<file path="config.mk">
export PLATFORM = sky130hd
export DESIGN_NAME = reg_file
export DESIGN_NICKNAME = d
export VERILOG_FILES = /design/src/hw/rv_ops_pkg.sv /design/src/hw/reg_file.sv
export VERILOG_INCLUDE_DIRS = /design/src /design/src/hw
export SDC_FILE = /design/constraint.sdc
export NUM_CORES = 2
export LEC_CHECK = 0
export BUFFER_PORTS_ARGS = -buffer_cell sky130_fd_sc_hd__clkbuf_2
export CAP_MARGIN = 10
export CORE_ASPECT_RATIO = 0.75
export CORE_MARGIN = 4
export CORE_UTILIZATION = 35
export DETAILED_ROUTE_END_ITERATION = 6
export GPL_TIMING_DRIVEN = 0
export SETUP_SLACK_MARGIN = 0.3
export SLEW_MARGIN = 0
export SYNTH_ARGS = -nofsm -noshare
export SYNTH_HDL_FRONTEND = slang
export SYNTH_SLANG_ARGS = --single-unit
</file>
<file path="constraint.sdc">
create_clock -name clk -period 82.8 [get_ports clk]
set_input_delay 8.28 -clock clk [delete_from_list [all_inputs] [get_ports clk]]
set_output_delay 8.28 -clock clk [all_outputs]
set_load 0.02 [all_outputs]
</file>
<file path="src/hw/core_settings.svh">
// Core build constants shared by packages and modules
`ifndef CORE_SETTINGS_SVH
`define CORE_SETTINGS_SVH

// Data and address width
`define XLEN 32

// Architectural registers, x0 included
`define REG_COUNT 32

// Data RAM depth in 32-bit words
`define DMEM_WORDS 256

`endif
</file>
<file path="src/hw/rv_ops_pkg.sv">
// Operation types: ALU codes, operand forms, branch kinds and pipeline bundles
`default_nettype none

`include "core_settings.svh"

package rv_ops_pkg;

    typedef enum logic [3:0] {
        ALU_ADD, ALU_SUB, ALU_AND, ALU_OR, ALU_XOR,
        ALU_SLL, ALU_SRL, ALU_SRA, ALU_SLT, ALU_SLTU
    } alu_op_t;

    // Which pair feeds the ALU
    typedef enum logic [1:0] {
        RS1_RS2,  // R-type
        RS1_IMM,  // I-type, loads, stores
        IMM_ZERO, // LUI
        PC_IMM    // AUIPC
    } opnd_sel_t;

    typedef enum logic [2:0] {
        BR_NONE, BR_BEQ, BR_BNE, BR_BLT, BR_BGE, BR_BLTU, BR_BGEU
    } branch_t;

    // Decoded operation as sent by the issuer
    typedef struct packed {
        logic [`XLEN-1:0] pc;
        logic [`XLEN-1:0] imm;
        logic [4:0]       rs1;
        logic [4:0]       rs2;
        logic [4:0]       rd;
        alu_op_t          alu_op;
        opnd_sel_t        opnd_sel;
        branch_t          branch;
        logic             mem_read;
        logic             mem_write;
        logic             reg_write;
    } issue_op_t;

    typedef struct packed {
        logic [4:0]       rd;
        logic [`XLEN-1:0] data;
        logic             valid;
    } wb_t;

    // Execute to memory stage
    typedef struct packed {
        logic             valid;
        logic [4:0]       rd;
        logic             reg_write;
        logic             mem_read;
        logic             mem_write;
        logic [`XLEN-1:0] result;     // ALU result, also the byte address
        logic [`XLEN-1:0] store_data; // Forwarded rs2
    } ex_mem_t;

endpackage

`default_nettype wire

</file>
<file path="src/hw/reg_file.sv">
// Register file, two async reads and one write, x0 tied to zero
`timescale 1ns/1ps
`default_nettype none

`include "core_settings.svh"

module reg_file
    import rv_ops_pkg::*;
(
    input  wire              clk,
    input  wire              rst,
    input  wire [4:0]        raddr1,
    input  wire [4:0]        raddr2,
    output logic [`XLEN-1:0] rdata1,
    output logic [`XLEN-1:0] rdata2,
    input  wb_t              wr
);

    logic [`XLEN-1:0] regs [`REG_COUNT];

    always_ff @(posedge clk or posedge rst)
    begin
        if (rst)
            regs <= '{default: '0};
        else if (wr.valid && wr.rd != 5'd0)
            regs[wr.rd] <= wr.data;
    end

    // Same-cycle write is visible to the reader
    assign rdata1 = (raddr1 == 5'd0) ? '0 :
                    (wr.valid && wr.rd == raddr1) ? wr.data : regs[raddr1];
    assign rdata2 = (raddr2 == 5'd0) ? '0 :
                    (wr.valid && wr.rd == raddr2) ? wr.data : regs[raddr2];

endmodule

`default_nettype wire

</file>
Word-level counts from Yosys, hierarchy flattened
Cells that the tools add are included.
W data, S select, Z words.
{"block": "word_totals", "output_inout_bits": 64, "elab_cells": 61, "reg_bits": 1024}
{"block": "op_classes", "n_eq_ne": 2, "mux": 13, "n_bitwise": 3, "n_lt_le_gt_ge": 4, "reduce_logical": 7}
{"op": "$bwmux W1024", "n": 1}
{"op": "$bmux W32 S5", "n": 2}
{"op": "$mux W32", "n": 9}
{"op": "$demux W32 S5", "n": 1}
{"op": "$ge A6 B6 Y1 const B", "n": 3}
{"op": "$not A5 Y6", "n": 3}
{"op": "$eq A5 B5 Y1", "n": 2}
{"op": "$logic_not A5 Y1", "n": 2}
{"op": "$lt A6 B1 Y1 const B", "n": 1}
{"op": "$reduce_bool A5 Y1", "n": 1}
{"op": "$logic_and A1 B1 Y1", "n": 4}

Depth between registers and ports, before layout
{"block": "depth", "depth_word": 6, "depth_mapped": 9}

Worst setup path after synthesis
No wires, ideal clock.
{"block": "synth_path", "kind": "input port to output port", "start": "in raddr2[1]", "end": "out rdata2[15]", "stages": 7, "t_arrival_ns": 9.964, "required_time_ns": 74.520, "setup_slack_ns": 64.556, "path_cell_list": "buf_4 buf_2 buf_1 mux4_2 a22oi_1 nand2_1 a221o_1"}
{"block": "synth_between", "elab_chain_cells": 6, "word_cells_on_any_way": 9, "cone_classes": "1 x eq/ne; 5 x mux; 1 x bitwise; 2 x reduce/logical"}
{"item": "start, declared", "line": "reg_file.sv:13", "source": "input wire [4:0] raddr2,"}
{"item": "$not A5 Y6 (not written as such)", "line": "reg_file.sv:33", "source": "(wr.valid && wr.rd == raddr2) ? wr.data : regs[raddr2];"}
{"item": "$bmux W32 S5", "line": "reg_file.sv:33"}
{"item": "$mux W32 (not written as such) (2 in a row)", "line": "reg_file.sv:33"}
{"item": "$mux W32", "line": "reg_file.sv:33"}
{"item": "$mux W32 *", "line": "reg_file.sv:32", "source": "assign rdata2 = (raddr2 == 5'd0) ? '0 :"}
{"item": "end, declared", "line": "reg_file.sv:15", "source": "output logic [`XLEN-1:0] rdata2,"}
Mark *: on every way between the ends. The rest lies on a longest branch, timed or not. The select of a mux whose other input is x is not followed.

Final worst setup path
{"block": "layout_path", "start": "in raddr2[1]", "end": "out rdata2[30]"}
Same word-level chain as after synthesis.

==> flow_metrics.tcl <==
set metrics [dict create \
    crit_type "input port to output pin" \
    drt_drc_violations_left 0 \
    hold_path_depth 1 \
    leakage_nw 27.2 \
    die_w_um 466 \
    cts_buffers 107 \
    finClkSkew_ps 0 \
    slew_violations 0 \
    synth_top_cell_by_area "dfrtp_1" \
    setup_ws_ps 62050 \
    ys.warnings.count 0 \
    end_kind "output pin" \
    fin_crit_sh 0.251 \
    fin_hold_ws_ps 477 \
    areaGrowthSynthToFinish_pct 14.3 \
    layout-drive-gt1-share 0.471 \
    grt_max_degree 123 \
    start_util 0.354 \
    synth_area_um2 55200 \
    status "finished clean" \
    r2r-start "regs[618]" \
    clockBufferDepth 3 \
    crit_arrival_ps 12470 \
    r2r_cells 1 \
    grtUsageTotal 0.314 \
    rsz0062_at_grt "no" \
    start_kind "input port" \
    synth_ff_type "dfrtp_1" \
    synthArstFlopShare 1.00 \
    first_pass_iters 7 \
    critPathMaxStageDelay_ps 1040 \
    crit_buf_inv 5 \
    largest-register "regs" \
    cts-resized-gates 0 \
    critPathSlowestCell "clkbuf_1" \
    drtAntennaViolNets 0 \
    clock-root-buffer "clkbuf_16" \
    yosys.area.top_type_share 0.465 \
    antenna_found_initial 33 \
    cap_violations 0 \
    p_per_area_nw_per_um2 24.3 \
    rrSetupSlack_ps 81970 \
    via_per_inst 6.75 \
    numPortBuffers 102 \
    htree_levels 3 \
    syn_inst 3814 \
    hold_end "regs[1013]" \
    crit_required_ps 74520 \
    grt_overflow_total 0 \
    hold_viol 0 \
    final_net_count 4133 \
    die_area_um2 164000 \
    num_rows 125 \
    layout_commonest_cell "mux2_2" \
    wirelength_um 263000 \
    dr_total_vias 42500 \
    place_ws_ps 62360 \
    tns_ps 0 \
    top_regs "regs (1024)" \
    yosysUniqueCellTypes 55 \
    hold_start "regs[1013]" \
    slew_headroom 0.0271 \
    fin_util 0.405 \
    cts_hold_buffers 0 \
    crit_family "buffers and inverters" \
    synth_seq_cells 1024 \
    worst_pin_slew_ps 1460 \
    ir_drop_v 0.0000170 \
    syn_avg_cell_area_um2 14.5 \
    synth.net_count 3864 \
    worstPathCellList "buf_4, buf_4, xnor2_1, nand2_1, or2_2, clkbuf_1, clkbuf_1, o21ai_0, nor2_1, clkbuf_2" \
    ios 114 \
    yosys-top-cells-area "dfrtp_1 46%, mux2_2 21%, mux4_2 16%" \
    hold_path.class "flip-flop to flip-flop" \
    cts_tree "built" \
    largest_register_ffs 1024 \
    clock_latency_ps 740 \
    grt_pass1_wl_um 350000 \
    reg2reg_to "regs[618]" \
    max_freq_mhz 48.2 \
    mostFrequentLayoutCells "1052 x mux2_2, 1024 x dfrtp_1, 383 x mux4_2, 233 x mux2i_1, 232 x clkbuf_1" \
    drt-wirelength-per-cell_um 41.8 \
    synth-edff-count 0 \
    die_h_um 352 \
    crit_fanout 10 \
    grt_pass1_vias 40100 \
    clock-sinks 1024 \
    finalSetupViolCount 0 \
    gp_congestion 1.04 \
    postCtsSetupRepairBufs 0 \
    clkTransAtPathRegs_ps 60 \
    post-dp-hpwl_um 184000 \
    fin_crit_ps 20750 \
    core_area_um2 156000 \
    drt_iter0_markers 6876 \
    ys_seq_area_frac 0.465 \
]
==> metrics by stage <==
step,area (um2),instances,total power [W]
final,63000,6289,0.00153
after global routing,63000,6265,0.00157
after CTS,62800,6252,0.00151
after detailed placement,59300,6062,0.00101
after global placement,58300,6011,0.00100
after floorplan,55200,3814,0.000887
==> cell families (layout without fill, tap and decap cells) <==
family | after synthesis | count (layout) | synth area share
simple gates | 260 | 260 | 0.0231
compound gates | 399 | 399 | 0.0525
mux | 1682 | 1682 | 0.420
buf+inv | 439 | 789 | 0.0380
xor+xnor | 10 | 10 | 0.00159
other cells | 0 | 30 | 0
flops | 1024 | 1024 | 0.465
==> synth_stat cells (10+ instances only) <==
| master | n |
|---|---|
| and3_1 | 17 |
| o21ai_0 | 62 |
| o22ai_1 | 67 |
| a21oi_1 | 27 |
| buf_6 | 17 |
| a211oi_1 | 38 |
| nor3_1 | 48 |
| nor2_1 | 68 |
| buf_2 | 132 |
| mux2i_1 | 233 |
| dfrtp_1 | 1024 |
| clkbuf_1 | 205 |
| mux4_1 | 14 |
| nor2b_1 | 11 |
| mux4_2 | 383 |
| buf_4 | 22 |
| a22o_1 | 10 |
| mux2_2 | 1052 |
| a32o_1 | 33 |
| a31oi_1 | 19 |
| buf_1 | 55 |
| o221ai_1 | 47 |
| a22oi_1 | 63 |
| nand2_1 | 69 |
==> layer usage <==
metal	routed length (um)	share of wire	vias up	track usage
li1	-	-	15300	-
met1	98300	0.37	22500	0.398
met2	100000	0.38	3754	0.404
met3	45400	0.17	874	0.190
met4	18300	0.069	24	0.172
met5	934	0.0036	-	0.0431
==> worst max path at each step <==
stage	start	to	depth (start not counted)
floorplan	rst	regs[0]	1
global placement	rst	regs[867]	2
detailed placement	raddr2[3]	rdata2[19]	8
CTS	raddr2[3]	rdata2[19]	8
global route	raddr2[1]	rdata2[30]	10
finish	raddr2[1]	rdata2[30]	10
==> final cells by class <==
cell class / count / area, um2
multi-input cells: 2351 / 27500
clock inverters: 32 / 413
inverters: 3 / 18.8
plain buffers: 436 / 2090
flip-flops and latches: 1024 / 25600
fillers: 14500 / 92800
diodes: 30 / 75.1
repair buffers: 160 / 1610
clock buffers: 158 / 3100
well taps: 2095 / 2620
==> report_power, final <==
group | switching [W] | internal (W)
Clock | 0.000221 | 0.000286
Combinational | 0.000179 | 0.000178
Sequential | 0.0000736 | 0.000596
(Power assumes the default switching activity.)
