### config.mk
export PLATFORM = sky130hd
export DESIGN_NAME = dmem_arbiter
export DESIGN_NICKNAME = d
export VERILOG_FILES = /design/src/hw/dmem_bus_pkg.sv /design/src/hw/dmem_arbiter.sv
export VERILOG_INCLUDE_DIRS = /design/src /design/src/hw
export SDC_FILE = /design/constraint.sdc
export NUM_CORES = 1
export LEC_CHECK = 0
export BUFFER_PORTS_ARGS = -buffer_cell sky130_fd_sc_hd__buf_2
export CELL_PAD_IN_SITES_DETAIL_PLACEMENT = 1
export CELL_PAD_IN_SITES_GLOBAL_PLACEMENT = 2
export CORE_MARGIN = 3
export CORE_UTILIZATION = 10
export DETAILED_ROUTE_END_ITERATION = 8
export GPL_TIMING_DRIVEN = 1
export PLACE_DENSITY_LB_ADDON = 0.1
export SYNTH_ARGS = -nofsm -noshare
export SYNTH_HDL_FRONTEND = slang
export SYNTH_SLANG_ARGS = --single-unit
### constraint.sdc
create_clock -name clk -period 1.5 [get_ports clk]
set_input_delay 0 -clock clk [delete_from_list [all_inputs] [get_ports clk]]
set_output_delay 0 -clock clk [all_outputs]
set_load 0.01 [all_outputs]
### src/hw/core_settings.svh
// Core build constants shared by packages and modules
`ifndef CORE_SETTINGS_SVH
`define CORE_SETTINGS_SVH

// Data and address width
`define XLEN 32

// Architectural registers, x0 included
`define REG_COUNT 32

// Data RAM depth in 32-bit words
`define DMEM_WORDS 256

`endif
### src/hw/dmem_bus_pkg.sv
// Memory traffic types: RAM request/response and AXI4-Lite channel payloads
`default_nettype none

`include "core_settings.svh"

package dmem_bus_pkg;

    localparam int DMEM_AW = $clog2(`DMEM_WORDS); // Word address width

    typedef struct packed {
        logic               valid;
        logic               write;
        logic [DMEM_AW-1:0] addr;
        logic [`XLEN-1:0]   wdata;
    } mem_req_t;

    typedef struct packed {
        logic             valid;
        logic [`XLEN-1:0] rdata;
    } mem_rsp_t;

    typedef struct packed {
        logic             valid;
        logic [`XLEN-1:0] addr;
    } axil_aw_t;

    typedef struct packed {
        logic             valid;
        logic [`XLEN-1:0] data;
    } axil_w_t;

    typedef struct packed {
        logic       valid;
        logic [1:0] resp;
    } axil_b_t;

    typedef struct packed {
        logic             valid;
        logic [`XLEN-1:0] addr;
    } axil_ar_t;

    typedef struct packed {
        logic             valid;
        logic [`XLEN-1:0] data;
        logic [1:0]       resp;
    } axil_r_t;

endpackage

`default_nettype wire

### src/hw/dmem_arbiter.sv
// Round-robin arbiter sharing the data RAM between core and debug port
`timescale 1ns/1ps
`default_nettype none

module dmem_arbiter
    import dmem_bus_pkg::*;
(
    input  wire      clk,
    input  wire      rst,
    input  mem_req_t core_req,
    output logic     core_gnt,
    output mem_rsp_t core_rsp,
    input  mem_req_t dbg_req,
    output logic     dbg_gnt,
    output mem_rsp_t dbg_rsp,
    output mem_req_t ram_req,
    input  mem_rsp_t ram_rsp
);

    logic last_dbg;  // Last grant went to debug; reset favours core
    logic rsp_pend;  // RAM answers this cycle
    logic owner_dbg; // Whose request that answer belongs to

    assign core_gnt = core_req.valid && (!dbg_req.valid || last_dbg);
    assign dbg_gnt  = dbg_req.valid && (!core_req.valid || !last_dbg);

    always_comb
    begin
        ram_req = '0;
        if (core_gnt)
            ram_req = core_req;
        else if (dbg_gnt)
            ram_req = dbg_req;
    end

    assign core_rsp = '{valid: rsp_pend && ram_rsp.valid && !owner_dbg, rdata: ram_rsp.rdata};
    assign dbg_rsp  = '{valid: rsp_pend && ram_rsp.valid && owner_dbg, rdata: ram_rsp.rdata};

    always_ff @(posedge clk or posedge rst)
    begin
        if (rst)
        begin
            last_dbg  <= 1'b1;
            rsp_pend  <= 1'b0;
            owner_dbg <= 1'b0;
        end
        else
        begin
            rsp_pend  <= core_gnt || dbg_gnt;
            owner_dbg <= dbg_gnt;
            if (core_gnt || dbg_gnt)
                last_dbg <= dbg_gnt;
        end
    end

    a_one_grant: assert property (@(posedge clk) disable iff (rst) !(core_gnt && dbg_gnt));

endmodule

`default_nettype wire

=== Yosys cells after proc, flatten, opt, wreduce, memory -nomap -nowiden ===
Cells that the tools add are included.

* Register bits after elaboration: 3
* Input port bits: 119

* Multiplexer cells: 2
* Reductions and logical operators: 12

{| class="wikitable"
|+ Operators by type and width
! cell !! count
|-
| $mux W42 || 2
|-
| $logic_and A1 B1 Y1 || 5
|-
| $logic_not A1 Y1 || 4
|-
| $logic_or A1 B1 Y1 || 3
|}

=== Longest topological paths before layout ===
* Depth after elaboration: 5
* Gate-level depth with buffers: 4
* Gate-level depth less buffers: 2

=== Least setup slack after synthesis ===
Ideal clock, no wire load.

* Path type: reg-to-output
* From: register last_dbg
* To: output port ram_req[10] (netlist name)
* Arrival: 1.097 ns
* Setup slack: 0.403 ns
* Cell stages (with the launch flop): 5
* Path through: dfstp_2 -> nand2b_4 -> buf_6 -> buf_8 -> a32o_2

{| class="wikitable"
|+ RTL lines
! element !! line !! RTL
|-
| from (decl) || dmem_arbiter.sv:20 || <nowiki>logic last_dbg;</nowiki>
|-
| from (signal assigned) || dmem_arbiter.sv:52 || <nowiki>last_dbg <= dbg_gnt;</nowiki>
|-
| to (decl) || dmem_arbiter.sv:16 || <nowiki>output mem_req_t ram_req,</nowiki>
|}

==> flow_summary.toml <==
[timing]
final_min_period_over_clock_period_pct = 95.26
report.final.hold_viol_count = 0
timing.setup.tns_ps = 0
max_slew.worst_pin.slew_ps = 322.8
slew_violations = 0
maxSlewHeadroom_pct = 78.48
timing.clock.skew_ps = 0.04916
setup_viol = 0
period_needed_ps = 1429
max_clock_freq_mhz = 699.9
rsz0062_at_grt = "no"
finalHoldWorstSlack_ps = 0.006814

[power]
power.density_cell_area_nw_per_um2 = 697.5
p_clk_share_pct = 37.3
seq_power_share_pct = 8.8
combPwrFrac_pct = 53.9
switching_fraction_pct = 32.61
power.total_mw = 1.127
switching_power_mw = 0.3675
standby_leakage_power_nw = 0.9685
vdd_ir_drop_max_v = 0.0002079
cell_internal_pwr_mw = 0.7593

[global_routing]
pin_count_of_the_biggest_net_entering_global_routing = 44
grt_overflow_total = 0
globalRouteTotalUtil_pct = 8.189
grt_antenna_before_repair = 0
first_global_vias = 1373
global_route_wire_length_before_repair_mm = 8.431

[floorplan]
rows = 39
area_of_the_die_sq_um = 13650
core_sq_um = 11710
die_x_um = 116.8
design.portCount = 229
overall_die_height_um = 116.8
initial_utilization_pct = 10.49

[drt]
post-route-drc-count = 0
detailedRoute.firstIterationViolations = 32
total_wire_length_after_detailed_routing_mm = 6.464
drt-pass1-iter-count = 4
vias_per_cell = 3.847
routed-via-count = 1308
wl_per_cell_um = 19.01
number_of_routed_nets_with_antenna_violations = 0

[min_path]
hold-path-cell-count = 0
hold_class = "in2out"
hold_path_end = "dbg_rsp[13]"
holdCritStartpoint = "ram_rsp[13]"

[clock_tree]
clkTransAtPathRegs_ps = 30
clock_tree.root_cell = "sky130_fd_sc_hd__clkbuf_16"
postCtsResizedCells = 0
tritoncts = "done"
postCtsSetupBuffers = 0
clockBufferDepth = 2
cts_buffers = 3
cts.htree.levels = 1
clock_sink_count = 3
clk-insertion-delay-late_ps = 220

[worst_setup_path]
worstReg2RegStart = "last_dbg"
worst-setup-path-type = "reg2out"
critical_path_arrival_ps = 1430
peak_fanout_along_the_critical_path = 20
r2r.worst_path.cells = 3
rrSetupSlack_ps = 450
reg2reg_to = "last_dbg"
worstSetupStartpointType = "register"
cp-end-kind = "primary output"
required_ps = 1500

[finish]
final.fill_count = 1422
layout-drive-gt1-share_pct = 92.89
diodes = 0
stdcell_count = 340
area_growth_pct = 31.47
layout.nets = 317

[logic_synthesis]
synth_warnings = 0
synthAdderAreaFrac_pct = 0
synth_seq_cells = 3
synth.area.mux_share_pct = 0
synth.avg_cell_area_sq_um = 9.238
synth_xor_xnor_area_share_pct = 0
netlist_area_sq_um = 1229
ys_types = 18
syn-instance-count = 133
main_combinational_cell_family_by_area_after_synthesis = "buffers and inverters"
synth_sequential_area_ratio_pct = 6.212
syn_nets = 252
synth-simple-area-share_pct = 3.768
synth_compound_area_share_pct = 39.21

[placed_design]
placement.io_buffers = 132
place.detailed.instances = 335
place.gp.congestion = 0.6679
dp_hpwl_mm = 5.406

[job]
drv.max_cap_violation_count = 0

[outcome]
outcome = "completed"
[metal layers]
metal	track usage, %	wire, um
met1	7.799	2052
met2	16.27	3464
met3	3.033	847
met4	2.217	100
met5	0	0
[cells in the mapped netlist]
| library cell | instances | area share, % |
|---|---|---|
| sky130_fd_sc_hd__a32o_2 | 38 | 35 |
| sky130_fd_sc_hd__inv_1 | 2 | 0.61 |
| sky130_fd_sc_hd__dfrtp_1 | 2 | 4.1 |
| sky130_fd_sc_hd__and2_1 | 1 | 0.51 |
| sky130_fd_sc_hd__nand2b_4 | 1 | 1.1 |
| sky130_fd_sc_hd__or2_2 | 2 | 1.0 |
| sky130_fd_sc_hd__nand2_1 | 1 | 0.31 |
| sky130_fd_sc_hd__buf_4 | 64 | 39 |
| sky130_fd_sc_hd__o21ai_0 | 1 | 0.41 |
| sky130_fd_sc_hd__nor2_1 | 1 | 0.31 |
| sky130_fd_sc_hd__dfstp_2 | 1 | 2.1 |
| sky130_fd_sc_hd__clkbuf_1 | 4 | 1.2 |
| sky130_fd_sc_hd__and3_1 | 1 | 0.51 |
| sky130_fd_sc_hd__buf_6 | 5 | 4.6 |
| sky130_fd_sc_hd__a21boi_4 | 1 | 1.5 |
| sky130_fd_sc_hd__buf_2 | 1 | 0.41 |
| sky130_fd_sc_hd__buf_8 | 4 | 4.9 |
| sky130_fd_sc_hd__a32o_1 | 3 | 2.4 |
[how the worst max path moves through the flow]
stage	slack [ps]	startpoint	end	depth (start not counted)
finish	70	last_dbg	ram_req[36]	4
global route	10	last_dbg	ram_req[2]	4
CTS	40	last_dbg	ram_req[36]	4
detailed placement	280	last_dbg	ram_req[36]	4
global placement	280	last_dbg	ram_req[5]	4
floorplan	400	last_dbg	ram_req[10]	4
[flip-flops by register name, indices dropped and copies added, names as in the netlist]
register and flops:
rsp_pend 1, last_dbg 1, owner_dbg 1
[per-stage QoR]
step / utilization, % / cell area (sq um) / worst slack (ps)
global route: 13.79 / 1615 / 12.00
detailed placement: 13.03 / 1526 / 283.8
floorplan: - / 1229 / 403.0
CTS: 13.79 / 1615 / 43.36
global placement: 13.03 / 1526 / 282.0
finish: 13.79 / 1615 / 71.17
[repair_timing]
item,CTS,global route
endpoints found under the setup margin,0,0
endpoints found under the hold margin,3,0
hold buffers,1,0
[final cells by class]
type                            instances  area [sq um]  area share, %
Multi-Input combinational cell         50         528.0          32.69
Timing Repair Buffer                  138         745.7          46.17
Inverter                                2         7.507         0.4648
Tap cell                              143         178.9          11.08
Clock buffer                            4         78.83          4.880
Sequential cell                         3         76.32          4.725
[critical path, cell delays in order, from the launching register on]
cell and delay, ps:
sky130_fd_sc_hd__dfstp_2 550, sky130_fd_sc_hd__nand2b_4 160, sky130_fd_sc_hd__buf_12 150, sky130_fd_sc_hd__a32o_2 200, sky130_fd_sc_hd__buf_2 130
[cell usage in the layout (no fill, tap or decap), types with 2 or more instances in the layout]
cell type / synthesis / layout
sky130_fd_sc_hd__a32o_1: 3 / 3
sky130_fd_sc_hd__a32o_2: 38 / 38
sky130_fd_sc_hd__buf_12: 0 / 3
sky130_fd_sc_hd__buf_2: 1 / 132
sky130_fd_sc_hd__buf_4: 64 / 2
sky130_fd_sc_hd__clkbuf_16: 0 / 3
sky130_fd_sc_hd__dfrtp_1: 2 / 2
sky130_fd_sc_hd__inv_1: 2 / 2
sky130_fd_sc_hd__or2_2: 2 / 2
[kinds of logic after synthesis]
family | Yosys count
buf+inv | 80
compound gates | 43
simple gates | 7
flops | 3
[power groups by stage]
stage	clock network, mW	registers [mW]	logic, mW
after floorplan	0	0.0987	0.523
after global placement	0	0.100	0.634
after detailed placement	0	0.101	0.620
after CTS	0.428	0.0999	0.624
after global routing	0.438	0.100	0.667
final	0.420	0.0995	0.607
No activity file was read; power rests on OpenSTA's default activity.
