$ cat src/hw/core_settings.svh
// Core build constants shared by packages and modules
`ifndef CORE_SETTINGS_SVH
`define CORE_SETTINGS_SVH

// Data and address width
`define XLEN 32

// Architectural registers, x0 included
`define REG_COUNT 32

// Data RAM depth in 32-bit words
`define DMEM_WORDS 256

`endif
$ cat src/hw/dmem_bus_pkg.sv
// Memory traffic types: RAM request/response and AXI4-Lite channel payloads
`default_nettype none

`include "core_settings.svh"

package dmem_bus_pkg;

    localparam int DMEM_AW = $clog2(`DMEM_WORDS); // Word address width

    typedef struct packed {
        logic               valid;
        logic               write;
        logic [DMEM_AW-1:0] addr;
        logic [`XLEN-1:0]   wdata;
    } mem_req_t;

    typedef struct packed {
        logic             valid;
        logic [`XLEN-1:0] rdata;
    } mem_rsp_t;

    typedef struct packed {
        logic             valid;
        logic [`XLEN-1:0] addr;
    } axil_aw_t;

    typedef struct packed {
        logic             valid;
        logic [`XLEN-1:0] data;
    } axil_w_t;

    typedef struct packed {
        logic       valid;
        logic [1:0] resp;
    } axil_b_t;

    typedef struct packed {
        logic             valid;
        logic [`XLEN-1:0] addr;
    } axil_ar_t;

    typedef struct packed {
        logic             valid;
        logic [`XLEN-1:0] data;
        logic [1:0]       resp;
    } axil_r_t;

endpackage

`default_nettype wire

$ cat src/hw/axil_mem_port.sv
// AXI4-Lite debug slave that turns each access into one RAM request
`timescale 1ns/1ps
`default_nettype none

module axil_mem_port
    import dmem_bus_pkg::*;
(
    input  wire      clk,
    input  wire      rst,
    input  axil_aw_t aw,
    input  axil_w_t  w,
    output logic     awready,
    output logic     wready,
    output axil_b_t  b,
    input  wire      bready,
    input  axil_ar_t ar,
    output logic     arready,
    output axil_r_t  r,
    input  wire      rready,
    output mem_req_t req,
    input  wire      gnt,
    input  mem_rsp_t rsp
);

    typedef enum logic [1:0] {IDLE, REQ, WAIT, RESP} state_t;

    state_t                  state;
    logic                    is_wr;
    logic [DMEM_AW-1:0]      addr_q;
    logic [$bits(w.data)-1:0] wdata_q, rdata_q;
    logic                    wr_go, rd_go;

    assign wr_go   = state == IDLE && aw.valid && w.valid; // AW and W taken together
    assign rd_go   = state == IDLE && ar.valid && !wr_go;
    assign awready = wr_go;
    assign wready  = wr_go;
    assign arready = rd_go;

    assign req = '{valid: state == REQ, write: is_wr, addr: addr_q, wdata: wdata_q};
    assign b   = '{valid: state == RESP && is_wr, resp: 2'b00};
    assign r   = '{valid: state == RESP && !is_wr, data: rdata_q, resp: 2'b00};

    always_ff @(posedge clk or posedge rst)
    begin
        if (rst)
        begin
            state <= IDLE;
            is_wr <= 1'b0;
        end
        else
        begin
            case (state)
                IDLE: if (wr_go || rd_go)
                begin
                    state <= REQ;
                    is_wr <= wr_go;
                end
                REQ:  if (gnt) state <= WAIT;
                WAIT: if (rsp.valid) state <= RESP;
                default: if ((is_wr && bready) || (!is_wr && rready)) state <= IDLE;
            endcase
        end
    end

    always_ff @(posedge clk)
    begin
        if (wr_go)
        begin
            addr_q  <= aw.addr[DMEM_AW+1:2];
            wdata_q <= w.data;
        end
        else if (rd_go)
            addr_q <= ar.addr[DMEM_AW+1:2];
        if (state == WAIT && rsp.valid)
            rdata_q <= rsp.rdata;
    end

    a_b_held: assert property (@(posedge clk) disable iff (rst)
        b.valid && !bready |=> b.valid);

endmodule

`default_nettype wire

$ cat config.mk
export PLATFORM = sky130hd
export DESIGN_NAME = axil_mem_port
export DESIGN_NICKNAME = d
export VERILOG_FILES = /design/src/hw/dmem_bus_pkg.sv /design/src/hw/axil_mem_port.sv
export VERILOG_INCLUDE_DIRS = /design/src /design/src/hw
export SDC_FILE = /design/constraint.sdc
export NUM_CORES = 1
export LEC_CHECK = 0
export ABC_CLOCK_PERIOD_IN_PS = 2400
export BUFFER_PORTS_ARGS = -buffer_cell sky130_fd_sc_hd__clkbuf_2
export CAP_MARGIN = 30
export CORE_MARGIN = 2
export CORE_UTILIZATION = 38
export DETAILED_ROUTE_END_ITERATION = 10
export GPL_TIMING_DRIVEN = 0
export PLACE_DENSITY_LB_ADDON = 0.12
export SKIP_CTS_REPAIR_TIMING = 1
export SLEW_MARGIN = 5
export SYNTH_ARGS = -nofsm -noshare
export SYNTH_HDL_FRONTEND = slang
export SYNTH_SLANG_ARGS = --single-unit
export TNS_END_PERCENT = 50
$ cat constraint.sdc
create_clock -name clk -period 2.4 [get_ports clk]
set_input_delay 0.36 -clock clk [delete_from_list [all_inputs] [get_ports clk]]
set_output_delay 0.36 -clock clk [all_outputs]
set_load 0.01 [all_outputs]
## Word level (Yosys, flattened, before mapping)

Cells that the tools add are included.

- Multiplexer cells: 7
- Equality and inequality tests: 6
- Reduce and logical (&&, ||, !) cells: 18

Operators by type and width:

| cell | number |
|---|---|
| two-way mux 8 bit | 2 |
| logical AND 1 bit | 9 |
| two-way mux 2 bit | 4 |
| case mux 2 bit (3 select lines) | 1 |
| == test 2 bit, second input constant | 2 |
| != test 2 x 1 -> 1 bit, second input constant | 2 |
| AND reduction 4 bit | 1 |
| nonzero test 4 bit | 1 |
| == test 2 x 1 -> 1 bit, second input constant | 1 |
| logical NOT 1 bit | 2 |
| logical NOT 2 bit | 1 |
| logical OR 1 bit | 2 |
| != test 2 bit, second input constant | 1 |
| AND reduction 2 bit | 1 |
| nonzero test 2 bit | 1 |

- Output and inout bits: 83
- Bits in registers: 75
- Logic and storage cells: 36

## Logic depth before layout (Yosys ltp)

- Depth in word-level cells: 8
- Depth in mapped cells: 6
- Mapped depth without buffers: 6

## Worst setup path before layout

Ideal clock, no wire load.

- Kind: reg-to-output
- Start point: register state[0]
- End point: output wready
- Path slack: 0.085 ns
- Cell stages (with the launch flop): 7
- Data required time: 2.040 ns
- Data arrival time: 1.955 ns
- Buffers on the path: 2
- Cell sequence: dfrtp_1 -> inv_1 -> ha_1 -> nand3_1 -> buf_2 -> inv_1 -> buf_4

- Longest elaborated chain between the ends: 3

Ends and longest elaborated chain:

| what | line | RTL |
|---|---|---|
| from (decl) | axil_mem_port.sv:27 | `state_t state;` |
| from (signal assigned) | axil_mem_port.sv:47 | `state <= IDLE;` |
| from (signal assigned) | axil_mem_port.sv:55 | `state <= REQ;` |
| from (signal assigned) | axil_mem_port.sv:58 | `REQ: if (gnt) state <= WAIT;` |
| logical NOT 2 bit | axil_mem_port.sv:33 | `assign wr_go = state == IDLE && aw.valid && w.valid;` |
| logical AND 1 bit (2 in a row) | axil_mem_port.sv:33 |  |
| to (decl) | axil_mem_port.sv:13 | `output logic wready,` |

Every way passes these cells.

## Worst setup path after layout

- Start point: register state[1]
- End point: output awready

- Longest elaborated chain between the ends: 3

Ends and longest elaborated chain:

| what | line | RTL |
|---|---|---|
| logical NOT 2 bit | axil_mem_port.sv:33 |  |
| logical AND 1 bit (2 in a row) | axil_mem_port.sv:33 |  |
| to (decl) | axil_mem_port.sv:12 | `output logic awready,` |

Every way passes these cells.

==> results.tsv <==
metric	value	unit
status	finished clean	
worstMarginPinSlew	0.543	ns
crit_path_max_incr_delay	0.41	ns
cp_cell_sequence	inv_1 > ha_2 > nand3_1 > buf_6 > clkinvlp_4 > buf_16 > clkbuf_2	
worstPathRequired	2.04	ns
clockRootBuffer	clkbuf_8	
ios	220	
route.met2.wl	2.72	mm
fmax	443	MHz
vdd_ir_drop_max	0.460	mV
hold_viol	0	
syn_avg_cell_area	21.9	sq um
worstHoldStart	w[15]	
worstPathMaxFanout	23	
cp.arrival	1.90	ns
place_congestion	0.709	
grt_max_degree	24	
ys_seq_area_frac	0.865	
slew_violations	0	
cpMaxStageDelayCell	dfrtp_1	
worst-path-buf-inv	5	
maxCapViolCount	0	
fin_nets	450	
num_vias	1668	
dpl.hpwl	4.17	mm
die-height	86.5	um
cts.sink_count	75	
ys_ff_latch	75	
rsz0062_at_grt	false	
mostFrequentLayoutCells	clkbuf_2 (167), edfxtp_1 (72), buf_4 (13)	
min_period	2.26	ns
grt_pass1_wl	7.60	mm
endpoint_kind	primary output	
io_buffers	167	
p_per_area	895	nW/um^2
timing.final.crit_share	0.940	
finClkSkew	0.00670	ns
grt_pass1_vias	1515	
min_delay_path_depth	1	
cts_buffers	9	
drt-initial-drc-count	53	
dr_wl_met3	506	um
drt-met1-wl	2.03	mm
wl_per_cell	13.6	um
hold_class	in2reg	
areaGrowthSynthToFinish	47.7	%
dpl.cell_count	370	
firstDrtPassIters	4	
p_leak	1.75	nW
start_util	0.387	
r2r_slack	0.59	ns
cts_tree	yes	
worstReg2RegEnd	rdata_q[23]$_DFFE_PP_	
rows	30	
slew_headroom	0.638	
crit_type	reg2out	
clk_latency	0.34	ns
grt_overflow	0	
cts_buffer_depth	2	
start_kind	flip-flop	
antenna_left	0	
fp.dieArea	7480	sq um
cts.clk_slew.worst_paths	0.08	ns
cp_top_family	buffers and inverters	
setup_violations	0	
reg2regPathDepth	4	
wl	5.36	mm
synthCells	118	
p_total	0.00341	W
layout-drive-gt1-share	0.682	
placed_area	3570	sq um
layout.cells.non_filler	394	
dr.max_layer_used	met4	
htreeDepth	3	
grt_usage	0.139	
ys_warn_count	0	
fin_tns_setup	0	ns
synth_cell_types	20	
min_to	wdata_q[15]$_DFFE_PN_	
die-width	86.5	um
mostFrequentLayoutCell	clkbuf_2	
synthesis.area	2580	sq um
fin_hold_ws	0.192	ns
via_per_inst	4.23	
r2r-start	state[0]$_DFFE_PP0P_	
stdcell_area	3820	sq um
antenna_found_initial	0	
remaining_drc_errors	0	
core	6680	sq um
num_antenna_cells	0	
through the flow:
| step | util | setup WS [ns] |
|---|---|---|
| floorplan | - | 0.0851 |
| global placement | 0.529 | -0.331 |
| detailed placement | 0.535 | 0.116 |
| CTS | 0.560 | -0.271 |
| global route | 0.571 | 0.00822 |
| finish | 0.571 | 0.144 |
routing by layer:
metal | GRT usage | vias to the layer above
met5 | 0 | -
met4 | 0.0866 | 0
met2 | 0.219 | 88
met1 | 0.167 | 752
li1 | - | 819
met3 | 0.0438 | 9
registers in the layout, summed over array words and instances (netlist names):
register  flops
addr_q        8
is_wr         1
rdata_q      32
state         2
wdata_q      32
worst max-delay path by stage:
stage | end | startpoint | depth (start not counted) | slack [ns]
after detailed placement | awready | state[0]$_DFFE_PP0P_ | 7 | 0.12
after global placement | wready | state[0]$_DFFE_PP0P_ | 7 | -0.33
after global routing | awready | state[1]$_DFFE_PP0P_ | 7 | 0.008
after floorplan | wready | state[0]$_DFFE_PP0P_ | 6 | 0.09
after CTS | awready | state[0]$_DFFE_PP0P_ | 7 | -0.27
final | awready | state[1]$_DFFE_PP0P_ | 7 | 0.14
final cells by class:
cell class	count	area, sq um
plain buffers	7	56.3
clock buffers	9	124
clock inverters	7	43.8
fillers	572	2860
inverters	6	26.3
multi-input cells	33	289
flip-flops and latches	75	2240
well taps	80	100
repair buffers	177	941
synthesized netlist by cell type:
cell type	count	area (sq um)
a21oi_1	1	5.00
a222oi_1	1	10.0
and2_1	1	6.26
and2_2	1	7.51
and2b_2	1	8.76
buf_2	1	5.00
buf_4	6	45.0
conb_1	1	3.75
dfrtp_1	3	75.1
edfxtp_1	72	2160
ha_1	4	50.1
inv_1	6	22.5
mux2_2	8	90.1
mux2_4	2	30.0
mux2i_1	1	10.0
nand2_1	5	18.8
nand3_1	1	5.00
nor2b_1	1	6.26
o21bai_1	1	7.51
o41ai_2	1	16.3
cells by family (layout without fill, tap and decap cells):
| family | count (synthesis) | in the layout | synth area share |
|---|---|---|---|
| AOI/OAI and AO/OA | 4 | 4 | 0.0150 |
| adders and majority gates | 4 | 4 | 0.0194 |
| buffers and inverters | 13 | 206 | 0.0281 |
| DFF | 75 | 75 | 0.865 |
| muxes | 11 | 11 | 0.0503 |
| other | 1 | 4 | 0.00145 |
| and+or+nand+nor | 10 | 10 | 0.0203 |
worst register-to-register path, delay by kind of cell (launching register included):
kind	cells	cell delay, ns
AND/OR/NAND/NOR	1	0.50
adder cells (fa/ha/maj)	1	0.23
flip-flops	1	0.40
buffers and inverters	2	0.38
report_power, final:
part	internal [W]	switching (W)	leakage [nW]	total (W)
Sequential	0.00170	0.0000696	0.697	0.00177
Clock	0.000371	0.000452	0.0852	0.000822
Combinational	0.000392	0.000432	0.964	0.000824
Total	0.00246	0.000953	1.75	0.00341
(Power assumes the default switching activity.)
