## config.mk

```make
export PLATFORM = sky130hd
export DESIGN_NAME = mem_stage
export DESIGN_NICKNAME = d
export VERILOG_FILES = /design/src/hw/dmem_bus_pkg.sv /design/src/hw/rv_ops_pkg.sv /design/src/hw/mem_stage.sv
export VERILOG_INCLUDE_DIRS = /design/src /design/src/hw
export SDC_FILE = /design/constraint.sdc
export NUM_CORES = 1
export LEC_CHECK = 0
export BUFFER_PORTS_ARGS = -buffer_cell sky130_fd_sc_hd__buf_4
export CELL_PAD_IN_SITES_DETAIL_PLACEMENT = 1
export CELL_PAD_IN_SITES_GLOBAL_PLACEMENT = 2
export CORE_MARGIN = 2
export CORE_UTILIZATION = 32
export DETAILED_ROUTE_END_ITERATION = 6
export GPL_ROUTABILITY_DRIVEN = 0
export PLACE_DENSITY_LB_ADDON = 0.1
export SLEW_MARGIN = 5
export SYNTH_ARGS = -nofsm -noshare
export SYNTH_HDL_FRONTEND = slang
export SYNTH_SLANG_ARGS = --single-unit
```

## constraint.sdc

```tcl
create_clock -name clk -period 10.72 [get_ports clk]
set_input_delay 0.536 -clock clk [delete_from_list [all_inputs] [get_ports clk]]
set_output_delay 0.536 -clock clk [all_outputs]
set_load 0.005 [all_outputs]
```

## src/hw/core_settings.svh

```systemverilog
// Core build constants shared by packages and modules
`ifndef CORE_SETTINGS_SVH
`define CORE_SETTINGS_SVH

// Data and address width
`define XLEN 32

// Architectural registers, x0 included
`define REG_COUNT 32

// Data RAM depth in 32-bit words
`define DMEM_WORDS 256

`endif
```

## src/hw/dmem_bus_pkg.sv

```systemverilog
// Memory traffic types: RAM request/response and AXI4-Lite channel payloads
`default_nettype none

`include "core_settings.svh"

package dmem_bus_pkg;

    localparam int DMEM_AW = $clog2(`DMEM_WORDS); // Word address width

    typedef struct packed {
        logic               valid;
        logic               write;
        logic [DMEM_AW-1:0] addr;
        logic [`XLEN-1:0]   wdata;
    } mem_req_t;

    typedef struct packed {
        logic             valid;
        logic [`XLEN-1:0] rdata;
    } mem_rsp_t;

    typedef struct packed {
        logic             valid;
        logic [`XLEN-1:0] addr;
    } axil_aw_t;

    typedef struct packed {
        logic             valid;
        logic [`XLEN-1:0] data;
    } axil_w_t;

    typedef struct packed {
        logic       valid;
        logic [1:0] resp;
    } axil_b_t;

    typedef struct packed {
        logic             valid;
        logic [`XLEN-1:0] addr;
    } axil_ar_t;

    typedef struct packed {
        logic             valid;
        logic [`XLEN-1:0] data;
        logic [1:0]       resp;
    } axil_r_t;

endpackage

`default_nettype wire

```

## src/hw/rv_ops_pkg.sv

```systemverilog
// Operation types: ALU codes, operand forms, branch kinds and pipeline bundles
`default_nettype none

`include "core_settings.svh"

package rv_ops_pkg;

    typedef enum logic [3:0] {
        ALU_ADD, ALU_SUB, ALU_AND, ALU_OR, ALU_XOR,
        ALU_SLL, ALU_SRL, ALU_SRA, ALU_SLT, ALU_SLTU
    } alu_op_t;

    // Which pair feeds the ALU
    typedef enum logic [1:0] {
        RS1_RS2,  // R-type
        RS1_IMM,  // I-type, loads, stores
        IMM_ZERO, // LUI
        PC_IMM    // AUIPC
    } opnd_sel_t;

    typedef enum logic [2:0] {
        BR_NONE, BR_BEQ, BR_BNE, BR_BLT, BR_BGE, BR_BLTU, BR_BGEU
    } branch_t;

    // Decoded operation as sent by the issuer
    typedef struct packed {
        logic [`XLEN-1:0] pc;
        logic [`XLEN-1:0] imm;
        logic [4:0]       rs1;
        logic [4:0]       rs2;
        logic [4:0]       rd;
        alu_op_t          alu_op;
        opnd_sel_t        opnd_sel;
        branch_t          branch;
        logic             mem_read;
        logic             mem_write;
        logic             reg_write;
    } issue_op_t;

    typedef struct packed {
        logic [4:0]       rd;
        logic [`XLEN-1:0] data;
        logic             valid;
    } wb_t;

    // Execute to memory stage
    typedef struct packed {
        logic             valid;
        logic [4:0]       rd;
        logic             reg_write;
        logic             mem_read;
        logic             mem_write;
        logic [`XLEN-1:0] result;     // ALU result, also the byte address
        logic [`XLEN-1:0] store_data; // Forwarded rs2
    } ex_mem_t;

endpackage

`default_nettype wire

```

## src/hw/mem_stage.sv

```systemverilog
// Memory stage: EX/MEM and MEM/WB registers, RAM access and pipeline hold
`timescale 1ns/1ps
`default_nettype none

`include "core_settings.svh"

module mem_stage
    import rv_ops_pkg::*;
    import dmem_bus_pkg::*;
(
    input  wire              clk,
    input  wire              rst,
    input  ex_mem_t          ex_in,
    output mem_req_t         req,
    input  wire              gnt,
    input  mem_rsp_t         rsp,
    output logic             stall,
    output logic [4:0]       exmem_rd,
    output logic [`XLEN-1:0] exmem_data,
    output logic             exmem_ok,
    output wb_t              wb
);

    ex_mem_t exmem;
    logic    req_pend;  // Request waiting for grant
    logic    wait_rsp;  // Granted, RAM answers next cycle
    logic    is_mem;

    assign is_mem = exmem.valid && (exmem.mem_read || exmem.mem_write);
    assign stall  = is_mem && !(wait_rsp && rsp.valid);

    assign req = '{valid: req_pend, write: exmem.mem_write,
                   addr: exmem.result[DMEM_AW+1:2], wdata: exmem.store_data};

    // Loads have no data yet in EX/MEM
    assign exmem_rd   = exmem.rd;
    assign exmem_data = exmem.result;
    assign exmem_ok   = exmem.valid && exmem.reg_write && !exmem.mem_read && exmem.rd != 5'd0;

    always_ff @(posedge clk or posedge rst)
    begin
        if (rst)
        begin
            exmem.valid <= 1'b0;
            req_pend    <= 1'b0;
            wait_rsp    <= 1'b0;
            wb.valid    <= 1'b0;
        end
        else if (!stall)
        begin
            exmem    <= ex_in;
            req_pend <= ex_in.valid && (ex_in.mem_read || ex_in.mem_write);
            wait_rsp <= 1'b0;
            wb.valid <= exmem.valid && exmem.reg_write && exmem.rd != 5'd0;
            wb.rd    <= exmem.rd;
            wb.data  <= exmem.mem_read ? rsp.rdata : exmem.result;
        end
        else
        begin
            wb.valid <= 1'b0; // One pulse per retired op
            if (req_pend && gnt)
            begin
                req_pend <= 1'b0;
                wait_rsp <= 1'b1;
            end
        end
    end

    a_req_stable: assert property (@(posedge clk) disable iff (rst)
        req.valid && !gnt |=> req.valid && $stable(req));

endmodule

`default_nettype wire

```

* After elaboration in Yosys (flattened, before gate mapping)
Index checks and enable logic that the tools add are counted.
** Storage, ports and cells
- Bits in registers :: 113
- Bits in latches :: 0
- RAM bits :: 0
- Memory bits (read-only) :: 0
- Memories kept :: 0
** Operators by class
- Add/sub/neg operators :: 0
- Multipliers :: 0
- Divide/modulo/power cells :: 0
- Order comparisons :: 0
- Equality and inequality tests :: 1
- Shift-type cells :: 0
- Mux-type cells :: 6
- Bitwise operators :: 2
- Reductions and logical operators :: 15
** Operators with widths (count)
- $mux 32 :: 1
- $logic_and 1x1->1 :: 9
- $mux 1 :: 5
- $reduce_bool 5->1 :: 1
- $logic_not 1->1 :: 2
- $logic_or 1x1->1 :: 2
- $ne 2x1->1 const B :: 1
- $not 1->1 :: 2
- $reduce_and 2->1 :: 1

* Depth between registers and ports, before layout
- Word-level depth :: 5
- Gate-level depth with buffers :: 4

* Worst setup path after synthesis
OpenSTA, ideal clock, no wires.
- Path kind :: reg-to-reg
- Start point :: register exmem[65] (netlist bit)
- End point :: register exmem[65] (netlist bit), enable pin
- Arrival :: 5271 ps
- Slack :: 4871 ps
- Cell stages (with the launch flop) :: 5
- Path through :: edfxtp_1 > buf_2 > o21ai_1 > a21oi_2 > nor2_1
** Between the ends
- Cells in the longest elaborated chain, start to end :: 5
** RTL lines
- start, declared :: line mem_stage.sv:24 : ex_mem_t exmem;
- start signal, assigned :: line mem_stage.sv:51 : exmem <= ex_in;
- $logic_or 1x1->1 :: line mem_stage.sv:29 : assign is_mem = exmem.valid && (exmem.mem_read || exmem.mem_write);
- $logic_and 1x1->1 :: line mem_stage.sv:29
- $logic_and 1x1->1 :: line mem_stage.sv:30 : assign stall = is_mem && !(wait_rsp && rsp.valid);
- via stall :: line mem_stage.sv:17 : output logic stall,
- $not 1->1 (no line)
- $reduce_and 2->1 (no line)
The timed path passes the listed nets, and every way through them passes these cells.
A chain may end at the register's enable or synchronous reset.

* Worst setup path after layout
- Start point :: register exmem (netlist bit exmem_rd[0])
- End point :: output exmem_ok
** Between the ends
- Cells in the longest elaborated chain, start to end :: 2
** RTL lines
- $reduce_bool 5->1 :: line mem_stage.sv:38 : assign exmem_ok = exmem.valid && exmem.reg_write && !exmem.mem_read && exmem.rd != 5'd0;
- $logic_and 1x1->1 :: line mem_stage.sv:38
- end, declared :: line mem_stage.sv:20 : output logic exmem_ok,
No other way between the ends.

==> flow_summary.toml <==
[outcome]
status = "finished clean"

[critical_path]
cp_num_buf_inv = 1
reg2reg_slack_ns = 8.90
crit_fanout = 3
worstPathArrival_ns = 1.76
worst-setup-path-type = "reg -> out"
startpoint_type = "flop"
critPathRequiredTime_ns = 10.18
setup.worst_path.end_class = "output port"
crit_chain = "or4_4, o211ai_2, nor2_1, buf_4"
max_stage_delay_ns = 0.55
slowest_stage = "or4_4"
path_delay_family = "simple AND/OR/NAND/NOR gates"

[pwr]
power.leakage_nw = 2.60
power_density_nw_per_um2 = 185
peakVddDrop_v = 0.000118

[clock_network]
postCtsHoldBufs = 0
cts_setup_buffers = 0
htreeDepth = 4
numCtsBuffers = 17
clk_path_buf_depth = 2
postCtsResizedCells = 0
insertion_delay_ns = 0.40
path_clk_slew_ns = 0.05
cts_root_buf = "clkbuf_16"
cts_tree = "done"
clkSinkCount = 113

[die]
num_io_pins = 228
die_x_um = 122
start_util = 0.323
die-area_sq_um = 14800
num_rows = 43
core_area_sq_um = 13700
die_h_um = 122

[global_routing]
grt_pass1_vias = 2569
grt_max_degree = 63
grt_usage = 0.130
antenna_found_initial = 0
grt_pass1_wl_mm = 13.9
grt-ovfl-total = 0

[yosys]
ys_seq_area_frac = 0.760
synthTopCellsByArea = "edfxtp_1 74%, buf_4 13%, mux2_2 8.1%, dfrtp_1 2.3%, buf_2 0.45%"
synth.distinct_cells = 17
synth_top_cell_by_area = "edfxtp_1"
avgSynthCellArea_sq_um = 18.3
yosys_warnings = 0
synth_edf_count = 109
synth_seq_cells = 113
yosysTopAreaCellShare = 0.738
ys_async_sr_fraction = 0.0354
synth_nets = 351
synthFlopType = "edfxtp_1"
synth_cells = 242
synth_area_sq_um = 4440

[sta]
setup_viol = 0
final.min_clock_period_ns = 2.30
fin_skew_ns = 0.00585
grt_setup_unrepaired = "false"
finalCritPeriodShare = 0.214
relSlewSlack = 0.466
drv_slew = 0
worst_pin_slew_ns = 0.800
setup_tns_ns = 0
hold_violations = 0
fmax_ghz = 0.435

[finish]
drive_gt1_frac = 0.691
final_net_count = 517
antennaDiodeCount = 0
syn_to_final_growth_pct = 42.4
final_area_sq_um = 6320

[routing]
top_layer_used = "met4"
avgRoutedWirePerCell_um = 15.9
routed_via_density = 4.06
drt_iter0_markers = 116
met3WireLength_mm = 1.01
routed_wl_mm = 9.55
ant_nets = 0
first_pass_iters = 4
drt-met1-wl_mm = 3.16
route.met2.wl_mm = 5.21
drc = 0
vias = 2441

[worst_hold_path]
hold_class = "in -> async"

[run]
drv_cap = 0

[place]
hpwl_mm = 6.86
postPlaceCellArea_sq_um = 5780
io_buffers = 227
placed cells by master, fill, tap and decap left out:
| cell type | netlist | routed |
|---|---|---|
| nor2_1 | 3 | 2 |
| nor2b_1 | 1 | 1 |
| or4_4 | 1 | 1 |
| clkbuf_1 | 0 | 7 |
| clkbuf_8 | 0 | 2 |
| nand2b_1 | 1 | 1 |
| o211ai_2 | 1 | 1 |
| edfxtp_1 | 109 | 109 |
| clkbuf_16 | 0 | 17 |
| a21oi_1 | 1 | 1 |
| mux2_2 | 32 | 32 |
| buf_4 | 79 | 230 |
| a21oi_2 | 1 | 1 |
| o21ai_0 | 1 | 1 |
| o21ai_1 | 1 | 1 |
| mux2i_1 | 1 | 1 |
| clkinv_2 | 0 | 4 |
| inv_1 | 1 | 1 |
| nor2_4 | 0 | 1 |
| dfrtp_1 | 4 | 4 |
| or2_1 | 1 | 1 |
| clkinvlp_4 | 0 | 1 |
| bufinv_16 | 0 | 1 |
metal layers:
metal,vias to the layer above,GRT usage
li1,1140,-
met1,1175,0.137
met2,112,0.215
met3,14,0.0698
met4,0,0.0582
met5,-,0
worst reg2reg max path, stage by stage (launching register included):
cell and delay, ns:
edfxtp_1 0.39, o21ai_1 0.17, a21oi_2 0.10, nor2_4 0.10
buf_4 0.61
cell families (layout without fill, tap and decap cells):
kind of cell / count (synthesis) / after routing / share of synthesized area
buffers and inverters: 84 / 263 / 0.139
DFF: 113 / 113 / 0.760
and+or+nand+nor: 7 / 7 / 0.00931
AOI/OAI and AO/OA: 5 / 5 / 0.00817
muxes: 33 / 33 / 0.0835
path summary, 6_finish.rpt:
| kind | to | depth (start not counted) | startpoint |
|---|---|---|---|
| min in group clk | exmem_data[24]$_DFFE_PP_ | 1 | ex_in[56] |
| worst max register to register | req[15]$_DFFE_PP_ | 4 | exmem[65]$_DFFE_PP_ |
| worst min-delay path | wb[0]$_DFF_PP0_ | 2 | rst |
| worst max-delay path | exmem_ok | 4 | exmem_rd[0]$_DFFE_PP_ |
| worst min register to register | wb[36]$_DFFE_PP_ | 0 | exmem_rd[3]$_DFFE_PP_ |
| max in group asynchronous | exmem[72]$_DFFE_PP0P_ | 2 | rst |
where the power goes:
| part | total, W | switching (W) | internal (W) |
|---|---|---|---|
| registers | 0.000541 | 0.0000123 | 0.000529 |
| logic | 0.000122 | 0.0000480 | 0.0000735 |
| clock network | 0.000509 | 0.000180 | 0.000329 |
stage by stage:
stage               std cells  setup WS [ns]  utilization  power [W]  hold WS (ns)
global route              601           8.32        0.461    0.00122        0.0308
floorplan                 242           4.87            -   0.000614         0.302
global placement          569           8.84        0.422   0.000672         0.460
detailed placement        569           8.83        0.422   0.000675         0.456
CTS                       601           8.38        0.461    0.00119        0.0206
finish                    601           8.42        0.461    0.00117        0.0373
cell type report:
| class | count | area (sq um) |
|---|---|---|
| multi-input cells | 45 | 455 |
| inverters | 1 | 3.75 |
| clock inverters | 6 | 57.6 |
| flip-flops and latches | 113 | 3370 |
| repair buffers | 230 | 1730 |
| well taps | 180 | 225 |
| clock buffers | 26 | 479 |
| fillers | 1389 | 7400 |
registers in the layout (all words and copies together) (netlist names):
| signal | count |
|---|---|
| req_pend | 1 |
| exmem | 3 |
| exmem_data | 32 |
| req | 33 |
| wb | 38 |
| exmem_rd | 5 |
| wait_rsp | 1 |
synth_stat cells, types with 3 or more instances:
library cell and count:
nor2_1 3, dfrtp_1 4, buf_4 79, buf_2 4, mux2_2 32, edfxtp_1 109
Power figures use the tool's default switching activity.
